### src/design/pito_pkg.sv
`default_nettype none

package pito_pkg;

    // ========================================================================
    // Widths and base types
    // ========================================================================
    localparam int XLEN       = 32;
    localparam int REG_ADDR_W = 5;

    typedef logic [XLEN-1:0]       word_t;
    typedef logic [REG_ADDR_W-1:0] reg_addr_t;
    // Byte address, always word aligned
    typedef logic [XLEN-1:0]       pc_t;

    // ALU operations
    // PASS_B forwards operand B unchanged, used for LUI
    typedef enum logic [3:0] {
        ALU_ADD,
        ALU_SUB,
        ALU_SLL,
        ALU_SLT,
        ALU_SLTU,
        ALU_XOR,
        ALU_SRL,
        ALU_SRA,
        ALU_OR,
        ALU_AND,
        ALU_PASS_B
    } alu_op_t;

    // Major opcodes kept by this core
    localparam logic [6:0] OPC_OP     = 7'b0110011;
    localparam logic [6:0] OPC_OP_IMM = 7'b0010011;
    localparam logic [6:0] OPC_LUI    = 7'b0110111;

    // ========================================================================
    // Stage records
    // ========================================================================

    // Fetch to decode
    typedef struct packed {
        logic  valid;
        pc_t   pc;
        word_t instr;
    } fetch_out_t;

    // Decode to execute
    typedef struct packed {
        logic      valid;
        pc_t       pc;
        reg_addr_t rd;
        reg_addr_t rs1;
        reg_addr_t rs2;
        word_t     rs1_val;
        word_t     rs2_val;
        // I-type immediate, U-type immediate or zero-extended shamt
        word_t     imm;
        logic      use_imm;
        logic      writes_rd;
        logic      illegal;
        alu_op_t   alu_op;
    } dec_op_t;

    // Execute to retire, and the outgoing retire stream
    typedef struct packed {
        pc_t       pc;
        reg_addr_t rd;
        word_t     value;
        logic      illegal;
    } retire_rec_t;

endpackage

`default_nettype wire

### src/design/pito_decode.sv
`timescale 1ns/100ps
`default_nettype none

module pito_decode import pito_pkg::*; (
    input  logic       clk,
    input  logic       reset,
    input  logic       stall,
    input  fetch_out_t fetch_in,
    input  word_t      rs1_val,
    input  word_t      rs2_val,
    output reg_addr_t  rs1_addr,
    output reg_addr_t  rs2_addr,
    output dec_op_t    dec_out
);

    logic [6:0] opcode;
    logic [2:0] funct3;
    logic [6:0] funct7;
    word_t      imm_i;
    word_t      imm_u;
    word_t      shamt;
    dec_op_t    dec_next;

    // ========================================================================
    // Field extraction
    // ========================================================================
    assign opcode   = fetch_in.instr[6:0];
    assign funct3   = fetch_in.instr[14:12];
    assign funct7   = fetch_in.instr[31:25];
    assign rs1_addr = fetch_in.instr[19:15];
    assign rs2_addr = fetch_in.instr[24:20];

    assign imm_i = {{20{fetch_in.instr[31]}}, fetch_in.instr[31:20]};
    assign imm_u = {fetch_in.instr[31:12], 12'b0};
    assign shamt = {27'b0, fetch_in.instr[24:20]};

    // ========================================================================
    // ALU operation select
    // ========================================================================
    always_comb begin
        dec_next           = '0;
        dec_next.valid     = fetch_in.valid;
        dec_next.pc        = fetch_in.pc;
        dec_next.rd        = fetch_in.instr[11:7];
        dec_next.rs1       = rs1_addr;
        dec_next.rs2       = rs2_addr;
        dec_next.rs1_val   = rs1_val;
        dec_next.rs2_val   = rs2_val;
        dec_next.imm       = imm_i;
        dec_next.alu_op    = ALU_ADD;
        dec_next.writes_rd = 1'b1;
        case (opcode)
            OPC_OP: begin
                case ({funct7, funct3})
                    {7'h00, 3'b000}: dec_next.alu_op = ALU_ADD;
                    {7'h20, 3'b000}: dec_next.alu_op = ALU_SUB;
                    {7'h00, 3'b001}: dec_next.alu_op = ALU_SLL;
                    {7'h00, 3'b010}: dec_next.alu_op = ALU_SLT;
                    {7'h00, 3'b011}: dec_next.alu_op = ALU_SLTU;
                    {7'h00, 3'b100}: dec_next.alu_op = ALU_XOR;
                    {7'h00, 3'b101}: dec_next.alu_op = ALU_SRL;
                    {7'h20, 3'b101}: dec_next.alu_op = ALU_SRA;
                    {7'h00, 3'b110}: dec_next.alu_op = ALU_OR;
                    {7'h00, 3'b111}: dec_next.alu_op = ALU_AND;
                    default:         dec_next.illegal = 1'b1;
                endcase
            end
            OPC_OP_IMM: begin
                dec_next.use_imm = 1'b1;
                case (funct3)
                    3'b000: dec_next.alu_op = ALU_ADD;
                    3'b010: dec_next.alu_op = ALU_SLT;
                    3'b011: dec_next.alu_op = ALU_SLTU;
                    3'b100: dec_next.alu_op = ALU_XOR;
                    3'b110: dec_next.alu_op = ALU_OR;
                    3'b111: dec_next.alu_op = ALU_AND;
                    // Shifts take shamt, upper bits must match the encoding
                    3'b001: begin
                        dec_next.imm     = shamt;
                        dec_next.alu_op  = ALU_SLL;
                        dec_next.illegal = (funct7 != 7'h00);
                    end
                    default: begin
                        dec_next.imm     = shamt;
                        dec_next.alu_op  = (funct7 == 7'h20) ? ALU_SRA : ALU_SRL;
                        dec_next.illegal = (funct7 != 7'h00) && (funct7 != 7'h20);
                    end
                endcase
            end
            OPC_LUI: begin
                dec_next.use_imm = 1'b1;
                dec_next.imm     = imm_u;
                dec_next.alu_op  = ALU_PASS_B;
            end
            default: dec_next.illegal = 1'b1;
        endcase
        // Illegal instructions never touch the register file
        if (dec_next.illegal) begin
            dec_next.writes_rd = 1'b0;
        end
    end

    // Decode stage register
    always_ff @(posedge clk) begin
        if (reset) begin
            dec_out <= '0;
        end else if (!stall) begin
            dec_out <= dec_next;
        end
    end

endmodule

`default_nettype wire

### config.mk
export PLATFORM = sky130hd
export DESIGN_NAME = pito_decode
export DESIGN_NICKNAME = d
export VERILOG_FILES = /design/src/design/pito_pkg.sv /design/src/design/pito_decode.sv
export SDC_FILE = /design/constraint.sdc
export NUM_CORES = 1
export LEC_CHECK = 0
export BUFFER_PORTS_ARGS = -buffer_cell sky130_fd_sc_hd__buf_2
export CAP_MARGIN = 20
export CORE_AREA = 2 2 112 114
export CTS_CLUSTER_DIAMETER = 30
export CTS_CLUSTER_SIZE = 30
export DETAILED_ROUTE_END_ITERATION = 10
export DIE_AREA = 0 0 114 116
export PLACE_DENSITY = 0.85
export SETUP_SLACK_MARGIN = 0.05
export SYNTH_ARGS = -nofsm -noshare
export SYNTH_HDL_FRONTEND = slang
export SYNTH_SLANG_ARGS = --single-unit
### constraint.sdc
create_clock -name clk -period 4.9 [get_ports clk]
set_input_delay 0.98 -clock clk [delete_from_list [all_inputs] [get_ports clk]]
set_output_delay 0.98 -clock clk [all_outputs]
set_load 0.01 [all_outputs]
=== Word-level counts from Yosys, hierarchy flattened ===
Cells that the tools add are included.

* Flip-flop bits (word level): 151
* ROM bits: 0
* Bits in writable memories: 0
* Latch bits: 0
* Output and inout bits: 161
* Bits of input ports: 132
* Memories: 0

* Reductions and logical operators: 6
* Multiplexer cells: 10
* Shift-type cells: 0
* Multiply operators: 0
* Bitwise gates (word level): 0
* $lt $le $gt $ge: 0
* Add/subtract/negate cells: 0
* Divide/modulo/power cells: 0
* Eq/ne operators: 20

{| class="wikitable"
|+ Operators by type and width
! operator !! count
|-
| 33-bit one-hot mux with 2 select lines || 1
|-
| 10-bit by 3-bit equality test with 1-bit output, second input constant || 4
|-
| 4-bit one-hot mux with 9 select lines || 1
|-
| 32-bit 2-to-1 mux || 1
|-
| 4-bit one-hot mux with 7 select lines || 1
|-
| 7-bit by 6-bit equality test with 1-bit output, second input constant || 3
|-
| 10-bit by 2-bit equality test with 1-bit output, second input constant || 2
|-
| 10-bit by 9-bit equality test with 1-bit output, second input constant || 2
|-
| 4-bit one-hot mux with 3 select lines || 1
|-
| 10-bit by 1-bit equality test with 1-bit output, second input constant || 1
|-
| 10-bit logical NOT || 1
|-
| 10-bit OR reduction || 1
|-
| 3-bit equality test, second input constant || 3
|-
| 7-bit by 5-bit equality test with 1-bit output, second input constant || 1
|-
| 7-bit by 6-bit inequality test with 1-bit output, second input constant || 1
|-
| 7-bit nonzero test || 1
|-
| 3-bit by 2-bit equality test with 1-bit output, second input constant || 2
|-
| 6-bit OR reduction || 1
|-
| 3-bit by 1-bit equality test with 1-bit output, second input constant || 1
|-
| 3-bit logical NOT || 1
|-
| 1-bit 2-to-1 mux || 3
|-
| 1-bit one-hot mux with 3 select lines || 1
|-
| 1-bit one-hot mux with 2 select lines || 1
|-
| 1-bit logical AND || 1
|}

=== Logic depth before layout (Yosys ltp) ===
* Word-level depth: 5
* Mapped depth: 7

=== Least setup slack after synthesis ===
No wires, ideal clock.

* Path type: input-to-reg
* From: input port fetch_in[2] in the netlist's numbering
* To: register dec_out[18] in the netlist's numbering
* Required time: 4.761 ns
* Path buffers: 3
* Library setup time: 0.139 ns
* Cell stages on the path: 7
* Path slack: 2.434 ns
* Data arrival time: 2.327 ns
* Path through: buf_2 -> or4b_1 -> a211o_1 -> buf_6 -> nand3_4 -> buf_8 -> a21oi_2

* Word-level cells in the longest chain between the ends: 2
* Elaborated cells on any way between the ends: 3

{| class="wikitable"
|+ Ends and longest elaborated chain
! item !! RTL line !! RTL
|-
| start, declared || pito_decode.sv:8 || <nowiki>input fetch_out_t fetch_in,</nowiki>
|-
| 7-bit by 6-bit equality test with 1-bit output / 7-bit by 5-bit equality test with 1-bit output (equally long branches) || pito_decode.sv:52 || <nowiki>case (opcode)</nowiki>
|-
| 33-bit one-hot mux with 2 select lines * || pito_decode.sv:52 ||
|-
| end signal, assigned || pito_decode.sv:108 || <nowiki>dec_out <= dec_next;</nowiki>
|-
| end, declared || pito_decode.sv:13 || <nowiki>output dec_op_t dec_out</nowiki>
|}

Every way passes the cells marked *; elsewhere a longest branch is shown, timed or not.
A chain may end at the register's enable or synchronous reset.

=== Worst setup path after layout ===
* From: input port reset
* To: register dec_out[45] in the netlist's numbering

{| class="wikitable"
|+ RTL lines
! item !! RTL line !! RTL
|-
| start, declared || pito_decode.sv:6 || <nowiki>input logic reset,</nowiki>
|}

No word-level cell between the ends.

==> results.cfg <==
[sta]
drv_slew = 0
period_share_pct = 46.6
fin_skew_ps = 0
setup_viol = 0
rsz0062_at_grt = no
tightest_slew_ps = 1010
period_minus_slack_ps = 2280
hold_slack_ps = 462
fmax_mhz = 438
final_hold_viol_count = 0
relSlewSlack_pct = 32.7
setup_tns_ps = 0

[grt]
grt_max_degree = 97
grt_overflow = 0
antenna_found_initial = 0
top_usage_layer = met2
grtUsageMet2_pct = 38.3
gr-usage-met3_pct = 6.17
grt_pass1_wl_mm = 23.2
grt_usage_pct = 22.2
use_met1_pct = 26.4
grt_pass1_vias = 4816

[synth]
synthTopCellsByArea = dfxtp_1, mux2i_1, nor2_1
synth_cell_types = 48
ys_ff_latch = 151
synth_top_area_share_pct = 52.2
synthAdderAreaFrac_pct = 0
synth.cell_area_um2 = 5790
synth_edf_count = 0
synthMuxAreaShare_pct = 17.8
async_reset_ff_share_pct = 0
yosys_warnings = 0
synth_xor_area_share_pct = 0.454
synth_top_family_by_area = multiplexers
synthSimpleGateAreaFrac_pct = 14.7
synthCells = 583
synth_top_area_cell = dfxtp_1
synth-compound-area-share_pct = 9.16
seq_area_frac_synth_pct = 52.2
syn_area_per_cell_um2 = 9.93
synthesis.nets = 715
yosys_most_used_dff = dfxtp_1

[finish]
regMostFlops = dec_out
final_core_util_pct = 65.8
largest_reg_flops = 151
design_area_um2 = 7840
drive_above_1_share_pct = 40.6
final_cell_mix = buf_2, dfxtp_1, nor2_1, mux2i_1, nand2_1
fin_nets = 974
diodes = 0
final_common_cell = buf_2
largestRegisters = dec_out (151)
num-fill-cells = 967
area_delta_synth_final_pct = 35.4

[clocking]
cts_root_buf = clkbuf_16
cts_tree = built
clkSinkCount = 151
hold_buffers = 0
max-clock-path-buffers = 2
path_clk_slew_ps = 60
cts_made_buffers = 17
cts_max_level = 4
postCtsSetupBuffers = 0
post_cts_resized = 0
insertion_delay_ps = 410

[floorplanning]
io_pins = 293
die_y_um = 116
num_rows = 40
dieArea_um2 = 13200
start_util_pct = 48.6
core_um2 = 11900
die_x_um = 114

[worst_setup_path]
slowest_stage = buf_4
cpPeakStageDelay_ps = 740
cp_num_buf_inv = 2
cp-end-kind = flop
reg2reg_depth = 2
reg2reg_setup_slack_ps = 4080
rr_endpoint = dec_out[28]$_SDFFE_PP0N_
r2r_start = dec_out[28]$_SDFFE_PP0N_
critical_path_peak_fanout = 96
critPathKind = in2reg
crit_top_cell = buf_4
critical_path.cell_chain = buf_4 -> buf_4 -> nor2_1
worstPathArrival_ps = 2560
required_ps = 5180
crit_family = buffers and inverters
cp-start-kind = input pin

[detailed_routing]
drtAntennaViolNets = 0
drtIter0Drc = 378
wl_per_cell_um = 15.3
drt-total-wl_mm = 15.3
viasPerCell = 5.09
vias = 5104
drcViolationCount = 0
dr.pass1.iters = 4

[place]
gp_congestion = 0.874
placed_cell_area_um2 = 7200
hpwlAfterDp_mm = 10.9
port_buffers = 292

[worst_hold_path]
hp-start = dec_out[6]$_SDFFE_PP0N_
hold_depth = 2
holdPathEnd = dec_out[6]$_SDFFE_PP0N_
hp-class = reg2reg

[power_and_ir_drop]
p_per_area_nw_per_um2 = 394
power.leakage_nw = 3.98
ir_drop_mv = 0.249

[flow_run]
cap_violations = 0

[status]
status = finished, final reports clean
report_power, final:
group / total [mW] / internal (mW) / switching, mW
combinational: 0.361 / 0.163 / 0.198
sequential: 1.34 / 1.30 / 0.0356
clock: 1.39 / 0.896 / 0.496
layer usage:
layer,share of wire (%),vias to the layer above
met1,41,2368
met5,0,-
met3,6.8,24
met2,50,206
met4,1.7,0
li1,-,2506
synth_stat cells (5+ instances only):
| master | instances |
|---|---|
| a221oi_1 | 5 |
| nand3_1 | 13 |
| nor2b_1 | 12 |
| a21oi_2 | 11 |
| buf_2 | 14 |
| nand2_1 | 24 |
| dfxtp_1 | 151 |
| clkbuf_1 | 28 |
| buf_4 | 10 |
| a21oi_1 | 17 |
| a31oi_1 | 7 |
| a22oi_1 | 14 |
| inv_1 | 8 |
| mux2i_1 | 103 |
| nor2_1 | 121 |
cell type report:
type	instances	area (µm²)	share of cell area, %
Sequential cell	151	3020	38.6
Multi-Input combinational cell	367	2450	31.2
Timing Repair Buffer	296	1510	19.3
Clock buffer	22	474	6.05
Tap cell	147	184	2.35
Clock inverter	10	168	2.14
Inverter	9	33.8	0.431
cell families after synthesis:
group,after synthesis
simple gates,190
flops,151
mux,103
compound gates,71
buf+inv,65
xor+xnor,3
worst max path at each step:
stage                      from  depth (start not counted)                        to
floorplan           fetch_in[2]                          7  dec_out[18]$_SDFFE_PP0N_
global placement    fetch_in[5]                          5  dec_out[34]$_SDFFE_PP0N_
detailed placement        reset                          3  dec_out[68]$_SDFFE_PP0N_
CTS                       reset                          3  dec_out[45]$_SDFFE_PP0N_
global route              reset                          3  dec_out[68]$_SDFFE_PP0N_
finish                    reset                          3  dec_out[45]$_SDFFE_PP0N_
tightest hold or removal path: cells and delay by family, from the launching register on:
family	cells	cell delay (ps)
compound gates	1	50
simple gates	1	60
flops	1	300
metrics by stage:
step                      power, mW  cells  worst slack [ps]
final                          3.09   1002              2620
after global routing           3.20   1002              2490
after CTS                      3.12   1002              2630
after floorplan                1.57    583              2430
after detailed placement       1.72    970              2200
after global placement         1.71    970              2250
(Power assumes the default switching activity.)
