==> src/design/pito_pkg.sv <==
`default_nettype none

package pito_pkg;

    // ========================================================================
    // Widths and base types
    // ========================================================================
    localparam int XLEN       = 32;
    localparam int REG_ADDR_W = 5;

    typedef logic [XLEN-1:0]       word_t;
    typedef logic [REG_ADDR_W-1:0] reg_addr_t;
    // Byte address, always word aligned
    typedef logic [XLEN-1:0]       pc_t;

    // ALU operations
    // PASS_B forwards operand B unchanged, used for LUI
    typedef enum logic [3:0] {
        ALU_ADD,
        ALU_SUB,
        ALU_SLL,
        ALU_SLT,
        ALU_SLTU,
        ALU_XOR,
        ALU_SRL,
        ALU_SRA,
        ALU_OR,
        ALU_AND,
        ALU_PASS_B
    } alu_op_t;

    // Major opcodes kept by this core
    localparam logic [6:0] OPC_OP     = 7'b0110011;
    localparam logic [6:0] OPC_OP_IMM = 7'b0010011;
    localparam logic [6:0] OPC_LUI    = 7'b0110111;

    // ========================================================================
    // Stage records
    // ========================================================================

    // Fetch to decode
    typedef struct packed {
        logic  valid;
        pc_t   pc;
        word_t instr;
    } fetch_out_t;

    // Decode to execute
    typedef struct packed {
        logic      valid;
        pc_t       pc;
        reg_addr_t rd;
        reg_addr_t rs1;
        reg_addr_t rs2;
        word_t     rs1_val;
        word_t     rs2_val;
        // I-type immediate, U-type immediate or zero-extended shamt
        word_t     imm;
        logic      use_imm;
        logic      writes_rd;
        logic      illegal;
        alu_op_t   alu_op;
    } dec_op_t;

    // Execute to retire, and the outgoing retire stream
    typedef struct packed {
        pc_t       pc;
        reg_addr_t rd;
        word_t     value;
        logic      illegal;
    } retire_rec_t;

endpackage

`default_nettype wire

==> src/design/pito_retire.sv <==
`timescale 1ns/100ps
`default_nettype none

module pito_retire import pito_pkg::*; #(
    parameter int CREDITS = 4
) (
    input  logic        clk,
    input  logic        reset,
    input  retire_rec_t ex_in,
    input  logic        ex_valid,
    input  logic        ex_writes_rd,
    input  logic        credit_return,
    output logic        stall,
    output logic        retire_valid,
    output retire_rec_t retire_rec,
    output logic        wr_en,
    output reg_addr_t   wr_addr,
    output word_t       wr_data,
    output logic        fwd_valid,
    output reg_addr_t   fwd_rd,
    output word_t       fwd_value
);

    localparam int CW = $clog2(CREDITS + 1);

    logic          ret_valid;
    logic          ret_writes_rd;
    retire_rec_t   ret_rec;
    logic [CW-1:0] credits;

    // Whole pipeline freezes while a record waits for a credit
    assign stall        = ret_valid && (credits == '0);
    assign retire_valid = ret_valid && !stall;
    assign retire_rec   = ret_rec;

    // Register file write happens together with the issue
    assign wr_en   = retire_valid && ret_writes_rd;
    assign wr_addr = ret_rec.rd;
    assign wr_data = ret_rec.value;

    // Forwarding path to execute
    assign fwd_valid = ret_valid && ret_writes_rd;
    assign fwd_rd    = ret_rec.rd;
    assign fwd_value = ret_rec.value;

    always_ff @(posedge clk) begin
        if (reset) begin
            ret_valid     <= 1'b0;
            ret_writes_rd <= 1'b0;
            credits       <= CW'(CREDITS);
        end else begin
            if (!stall) begin
                ret_valid     <= ex_valid;
                ret_writes_rd <= ex_writes_rd;
            end
            // One credit out per issued record, one back per return
            credits <= credits - CW'(retire_valid) + CW'(credit_return);
        end
    end

    always_ff @(posedge clk) begin
        if (!stall) begin
            ret_rec <= ex_in;
        end
    end

endmodule

`default_nettype wire

==> config.mk <==
export PLATFORM = sky130hd
export DESIGN_NAME = pito_retire
export DESIGN_NICKNAME = d
export VERILOG_FILES = /design/src/design/pito_pkg.sv /design/src/design/pito_retire.sv
export SDC_FILE = /design/constraint.sdc
export NUM_CORES = 1
export LEC_CHECK = 0
export ABC_CLOCK_PERIOD_IN_PS = 2300
export BUFFER_PORTS_ARGS = -buffer_cell sky130_fd_sc_hd__buf_4
export CORE_MARGIN = 1
export CORE_UTILIZATION = 31
export CTS_CLUSTER_DIAMETER = 100
export DETAILED_ROUTE_END_ITERATION = 10
export GPL_ROUTABILITY_DRIVEN = 0
export SYNTH_ARGS = -nofsm -noshare
export SYNTH_HDL_FRONTEND = slang
export SYNTH_SLANG_ARGS = --single-unit
export TNS_END_PERCENT = 50
==> constraint.sdc <==
create_clock -name clk -period 2.3 [get_ports clk]
set_clock_uncertainty 0.2 [all_clocks]
set_input_delay 0.115 -clock clk [delete_from_list [all_inputs] [get_ports clk]]
set_output_delay 0.115 -clock clk [all_outputs]
set_load 0.03 [all_outputs]
# Word-level counts from Yosys, hierarchy flattened
# Index checks and enable logic that the tools add are counted.
# word_totals
ff_bits	75
input_bits	75
output_inout_bits	148
elab_cells	15
# classes
addsub	2
reduce_logical	6
# ops
operator	count
logical AND 1 bit	4
adder 3 x 1 -> 3 bit	1
logical NOT 3 bit	1
subtractor 3 x 1 -> 3 bit	1
logical NOT 1 bit	1

# Depth between registers and ports, before layout
# Gate-level depths: netlist (run 1).
# depth
ltp_word	6
depth_mapped	7
mapped_depth_nobuf	7

# Worst setup path before layout (run 1)
# OpenSTA, ideal clock, no wires.
# synth_path
path_type	register -> register
startpoint	reg credits[1]
endpoint	reg ret_writes_rd
period_less_slack_ns	1.898
slack_ns	0.402
setup_ns	0.072
arrival_time_ns	1.626
required_ns	2.028
stages_incl_launch_ff	4
n_path_buf	0
path_cell_list	dfxtp_1 or4b_4 inv_2 mux2i_1
# synth_via
elab_chain_cells	2
# synth_lines
element	line_no	source
from (decl)	pito_retire.sv:29	logic [CW-1:0] credits;
from (signal assigned)	pito_retire.sv:50	credits <= CW'(CREDITS);
from (signal assigned)	pito_retire.sv:57	credits <= credits - CW'(retire_valid) + CW'(credit_return);
logical NOT 3 bit	pito_retire.sv:32	assign stall = ret_valid && (credits == '0);
logical AND 1 bit	pito_retire.sv:32	
net stall	pito_retire.sv:13	output logic stall,
to (signal assigned)	pito_retire.sv:54	ret_writes_rd <= ex_writes_rd;
to (decl)	pito_retire.sv:27	logic ret_writes_rd;
# The timed path passes the listed nets, and every way through them passes these cells.
# A chain may end at the register's enable or synchronous reset.

# Worst setup path in the final report (run 1)
# layout_path
startpoint	reg credits[1]
endpoint	out stall
# layout_via
elab_chain_cells	2
# layout_lines
element	line_no
logical NOT 3 bit	pito_retire.sv:32
logical AND 1 bit	pito_retire.sv:32
to (decl)	pito_retire.sv:13
# No other way between the ends.

==> results.json, run 1 <==
{
  "status": "finished clean",
  "postCtsSetupBuffers": 0,
  "regArea_mm2": 0.00220,
  "routed_wirelength_mm": 7.13,
  "path_buf_inv": 2,
  "finalHoldViolCount": 0,
  "timing.hold.ws_ns": 0.292,
  "max_freq_mhz": 516,
  "r2r-end": "credits[2]",
  "start_util": 0.319,
  "yosys.area.top_type": "edfxtp_1",
  "startpoint_type": "register",
  "syn_area_mm2": 0.00293,
  "postCtsHoldBufs": 74,
  "synth_area_leaders": "edfxtp_1 (72%), buf_4 (19%), dfxtp_1 (3.4%), nand2b_1 (0.85%), xnor3_1 (0.77%)",
  "cp.arrival_ns": 1.62,
  "crit_path_end_kind": "output pin",
  "whs_endpoint": "retire_rec[63]",
  "power_mw": 3.75,
  "synth_top_area_frac": 0.718,
  "cts_tree": "built",
  "synthAdderAreaFrac": 0.0111,
  "p_per_area_mw_per_mm2": 737,
  "wl_per_cell_um": 13.7,
  "antenna_left": 0,
  "cpLargestDelayFamily": "simple AND/OR/NAND/NOR gates",
  "worst_skew_pair.late_latency_ns": 0.33,
  "cp.required_ns": 1.99,
  "grt_pass1_wl_mm": 10.4,
  "r2r_start": "credits[1]",
  "timing.final.crit_share": 0.843,
  "r2r_setup_slack_ns": 0.42,
  "ys_ff_latch": 75,
  "grt_use_total": 0.140,
  "drive_gt1_frac": 0.580,
  "yosys_warnings": 0,
  "cap_violations": 0,
  "synth_top_family_by_area": "buffers and inverters",
  "slew_violations": 0,
  "vias": 2081,
  "antenna_found_initial": 0,
  "final_cell_mix": "buf_4 (224), dlygate4sd3_1 (74), edfxtp_1 (70)",
  "die_area_mm2": 0.00984,
  "period_needed_ns": 1.94,
  "dr.pass1.iters": 4,
  "vias_per_cell": 3.99,
  "multi_input_area_um2": 160,
  "setup_viol_count_final": 0,
  "ir_drop_mv": 0.326,
  "synth-compound-area-share": 0.00641,
  "max_stage_delay_ns": 0.64,
  "port_buffers": 222,
  "area_growth_pct": 73.6,
  "root_buffer": "clkbuf_8",
  "grt_max_degree": 31,
  "leakage_nw": 2.32,
  "fin_tns_setup_ns": 0,
  "diodes": 0,
  "reg2regPathDepth": 7,
  "rows": 35,
  "h-tree-depth": 3,
  "nFillCells": 768,
  "rsz0062_at_grt": "false",
  "cpMaxStageDelayCell": "or4b_4",
  "crit_type": "register to output pin",
  "drt_iter0_drc": 25,
  "grt_overflow": 0,
  "clk_pin_slew_ns": 0.08,
  "core_mm2": 0.00920,
  "die_x_um": 99.2,
  "numCtsBuffers": 9,
  "crit_path_max_fanout": 15,
  "muxShareOfSynthArea": 0.00342,
  "first_global_vias": 2059,
  "mostFrequentLayoutCell": "buf_4",
  "netlist_instances": 171,
  "tightest_slew_ns": 0.376,
  "nNetsFinal": 483,
  "cts_buffer_depth": 2,
  "whs_path_depth": 2,
  "die_h_um": 99.2,
  "hold_path_class": "input port to register",
  "min-delay-start": "ex_in[63]",
  "post_cts_resized": 0,
  "relSlewSlack": 0.749,
  "route.detailed.drc": 0,
  "syn_area_per_cell_um2": 17.1,
  "synth_simple_gate_area_frac": 0.0261,
  "ys_types": 18,
  "synth_fp_nets": 248,
  "seq_area_frac_synth": 0.752,
  "cts.sinks": 75,
  "io_pins": 223,
  "crit_path_cell_trace": "or4b_4 > inv_2 > buf_4",
  "synth_xor_area_frac": 0.00769
}
metrics by stage:
stage / area, um^2 / instances / setup slack (ns) / util
6_report: 5080 / 521 / 0.361 / 0.553
3_5_place_dp: 4190 / 432 / 0.441 / 0.456
3_3_place_gp: 4190 / 432 / 0.492 / 0.456
5_1_grt: 5080 / 521 / 0.255 / 0.553
4_1_cts: 5080 / 521 / 0.335 / 0.553
2_1_floorplan: 2930 / 171 / 0.402 / -
final cells by class:
class / instances / share of cell area
timing repair buffer: 298 / 0.476
sequential: 75 / 0.433
inverter: 3 / 0.00221
multi-input combinational: 19 / 0.0315
clock inverter: 4 / 0.00369
tap: 111 / 0.0273
clock buffer: 11 / 0.0258
flip-flops by register name, summed over array words and instances (netlist names):
signal         count
credits            3
fwd_rd             5
fwd_value         32
ret_valid          1
ret_writes_rd      1
retire_rec        33
report_power, final:
part	internal [mW]	total (mW)	switching (mW)
clock	0.377	0.813	0.435
sequential	1.65	1.74	0.0918
combinational	0.505	1.19	0.687
total	2.53	3.75	1.21
worst max path at each step:
stage / from / end / slack, ns / depth (start not counted)
2_1_floorplan: credits[1] / ret_writes_rd / 0.40 / 3
3_3_place_gp: credits[1] / credits[2] / 0.49 / 7
3_5_place_dp: credits[1] / credits[2] / 0.44 / 7
4_1_cts: credits[1] / stall / 0.33 / 3
5_1_grt: credits[1] / credits[2] / 0.26 / 7
6_report: credits[1] / stall / 0.36 / 3
synth_stat cells (all sizes together):
library cell  number
a21oi              1
mux2i              1
or2b               1
edfxtp            70
nor2b              1
nand2b             4
ha                 1
o31a               1
nor2               3
xnor3              1
dfxtp              5
inv                3
and2               2
or4b               1
o21ai              1
fa                 1
buf               74
layer usage:
| metal | routed length (um) | vias to the layer above | GRT usage | part of all wire |
|---|---|---|---|---|
| met1 | 2630 | 978 | 0.150 | 0.37 |
| met5 | 0 | - | 0 | 0 |
| li1 | - | 990 | - | - |
| met3 | 469 | 9 | 0.0408 | 0.066 |
| met4 | 72 | 0 | 0.0543 | 0.010 |
| met2 | 3950 | 104 | 0.257 | 0.55 |
logic make-up after synthesis:
kind of cell / after synthesis
buffers and inverters: 77
DFF: 75
muxes: 1
xor gates and xnor gates: 1
adders and majority gates: 2
AOI/OAI and AO/OA: 3
and+or+nand+nor: 12
Note: power is estimated with default switching activity, not from simulation.
==> inputs of run 2 (changes only) <==
--- a/config.mk
+++ b/config.mk
@@ -5,13 +5,15 @@
 export SDC_FILE = /design/constraint.sdc
 export NUM_CORES = 1
 export LEC_CHECK = 0
-export ABC_CLOCK_PERIOD_IN_PS = 2300
+export ABC_AREA = 1
+export ABC_CLOCK_PERIOD_IN_PS = 1600
 export BUFFER_PORTS_ARGS = -buffer_cell sky130_fd_sc_hd__buf_4
 export CORE_MARGIN = 1
 export CORE_UTILIZATION = 31
 export CTS_CLUSTER_DIAMETER = 100
 export DETAILED_ROUTE_END_ITERATION = 10
 export GPL_ROUTABILITY_DRIVEN = 0
+export PLACE_DENSITY = 0.67
 export SYNTH_ARGS = -nofsm -noshare
 export SYNTH_HDL_FRONTEND = slang
 export SYNTH_SLANG_ARGS = --single-unit
==> constraint.sdc (replaced) <==
create_clock -name clk -period 1.6 [get_ports clk]
set_clock_uncertainty 0.2 [all_clocks]
set_input_delay 0.08 -clock clk [delete_from_list [all_inputs] [get_ports clk]]
set_output_delay 0.08 -clock clk [all_outputs]
set_load 0.03 [all_outputs]
==> results.json, run 2 <==
{
  "status": "finished, violations left",
  "violations": "setup timing",
  "final_area_mm2": 0.00528,
  "cts.sinks": 75,
  "dpl-instance-area_mm2": 0.00430,
  "final_util": 0.572,
  "antenna_left": 0,
  "cts_buffer_depth": 2,
  "clk_pin_slew_ns": 0.08,
  "crit_path_max_fanout": 2,
  "synth_common_cells": "buf_4 (74), edfxtp_1 (70), inv_1 (13), nand2_1 (7)",
  "die_h_um": 99.5,
  "crit_path_cell_trace": "nor2_4 > nand2_2 > nand3_2 > o21ai_2 > ha_2 > inv_2 > fa_2 > nor2_1",
  "final_cell_mix": "buf_4 (228), dlygate4sd3_1 (74), edfxtp_1 (70)",
  "period_needed_ns": 1.71,
  "seq_area_frac_synth": 0.747,
  "crit_path_end_kind": "register",
  "reg2regPathDepth": 8,
  "die_x_um": 99.5,
  "hold_path_class": "input port to register",
  "syn_area_per_cell_um2": 15.9,
  "synth_area_leaders": "edfxtp_1 (71%), buf_4 (19%), dfxtp_1 (3.4%), inv_1 (1.7%), nand2_1 (0.89%)",
  "max_freq_mhz": 585,
  "postSynth.asyncResetShare": 0,
  "drive_gt1_frac": 0.602,
  "grt_max_degree": 35,
  "core_mm2": 0.00924,
  "diodes": 0,
  "nNetsFinal": 504,
  "synth_edf_count": 70,
  "wl_per_cell_um": 13.1,
  "first_global_vias": 2268,
  "area_growth_pct": 79.2,
  "synthMostInstantiatedCell": "buf_4",
  "numCtsBuffers": 9,
  "ys_ff_latch": 75,
  "io_pins": 223,
  "crit_type": "register to register",
  "synth_top_area_frac": 0.713,
  "nFillCells": 737,
  "grt_overflow": 0,
  "startpoint_type": "register",
  "setup_viol_count_final": 3,
  "cap_violations": 0,
  "timing.final.crit_share": 1.07,
  "routed_wirelength_mm": 7.37,
  "ys_types": 15,
  "whs_path_depth": 2,
  "dp.final_hpwl_mm": 4.95,
  "grt_use_total": 0.146,
  "vias": 2201,
  "cp.required_ns": 1.63,
  "max_stage_delay_ns": 0.51,
  "cp.arrival_ns": 1.74,
  "rows": 35,
  "route.detailed.drc": 0,
  "yosys_warnings": 0,
  "vias_per_cell": 3.92,
  "h-tree-depth": 3,
  "root_buffer": "clkbuf_8",
  "pre_cts_ws_ns": -0.153,
  "worst_skew_pair.late_latency_ns": 0.33,
  "largest_register_ffs": 33,
  "timing.hold.ws_ns": 0.258,
  "tightest_slew_ns": 0.201,
  "netlist_instances": 185,
  "finalHoldViolCount": 0,
  "antenna_found_initial": 0,
  "instances_no_fill": 561,
  "syn_area_mm2": 0.00295,
  "port_buffers": 222,
  "leakage_nw": 2.44,
  "drt_iter0_drc": 28,
  "cts_tree": "built",
  "power_mw": 5.94,
  "setup_ws_ns": -0.109,
  "grt_pass1_wl_mm": 10.9,
  "die_area_mm2": 0.00990,
  "mostFrequentLayoutCell": "buf_4",
  "yosys.area.top_type": "edfxtp_1",
  "start_util": 0.319,
  "dpl.cell_count": 469,
  "rsz0062_at_grt": "true",
  "synth_fp_nets": 262,
  "ir_drop_mv": 0.476,
  "dr.pass1.iters": 3,
  "relSlewSlack": 0.866,
  "cpMaxStageDelayCell": "fa_2",
  "fin_tns_setup_ns": -0.217,
  "slew_violations": 0,
  "synth_top_flop_cell": "edfxtp_1",
  "p_per_area_mw_per_mm2": 1120
}
==> run 2: what timing repair did <==
action	CTS	global route
endpoints found under the hold margin	75	0
endpoints found under the setup margin	3	5
pin swaps	4	0
gates resized for setup	9	3
buffers inserted	2	0
hold buffers	74	0
==> run 2: cell families after synthesis <==
family	synth area share
flops	0.747
fa+ha+maj	0.0110
simple gates	0.0306
buf+inv	0.206
compound gates	0.00509
==> run 2: layer usage <==
metal	part of all wire	wire, um	global-route usage
met5	0	0	0
met4	0.017	122	0.0622
met2	0.56	4160	0.274
met3	0.057	421	0.0394
met1	0.36	2660	0.154
==> run 2: critical path, delay by kind of cell, from the launching register on <==
kind	cells	cell delay (ns)
buffers and inverters	1	0.04
adders and majority gates	2	0.70
and+or+nand+nor	4	0.24
DFF	1	0.36
AOI/OAI and AO/OA	1	0.07
==> run 2: final cells by class <==
| cell class | instances | area, um^2 | share of cell area |
|---|---|---|---|
| clock inverters | 7 | 68.8 | 0.0130 |
| repair buffers | 305 | 2500 | 0.474 |
| multi-input cells | 22 | 165 | 0.0313 |
| well taps | 129 | 161 | 0.0305 |
| inverters | 14 | 56.3 | 0.0107 |
| flip-flops and latches | 75 | 2200 | 0.417 |
| clock buffers | 9 | 124 | 0.0234 |
==> run 2: worst paths after layout <==
kind	startpoint	endpoint	slack, ns
max reg2reg	credits[1]	credits[1]	-0.11
min	ex_in[35]	fwd_rd[2]	0.26
min reg2reg	ret_writes_rd	ret_writes_rd	0.40
max	credits[1]	credits[1]	-0.11
==> run 2: report_power, final <==
part	switching (mW)	internal [mW]	total (mW)
registers	0.131	2.41	2.54
logic	1.17	0.821	1.99
clock network	0.693	0.715	1.41
total	1.99	3.94	5.94
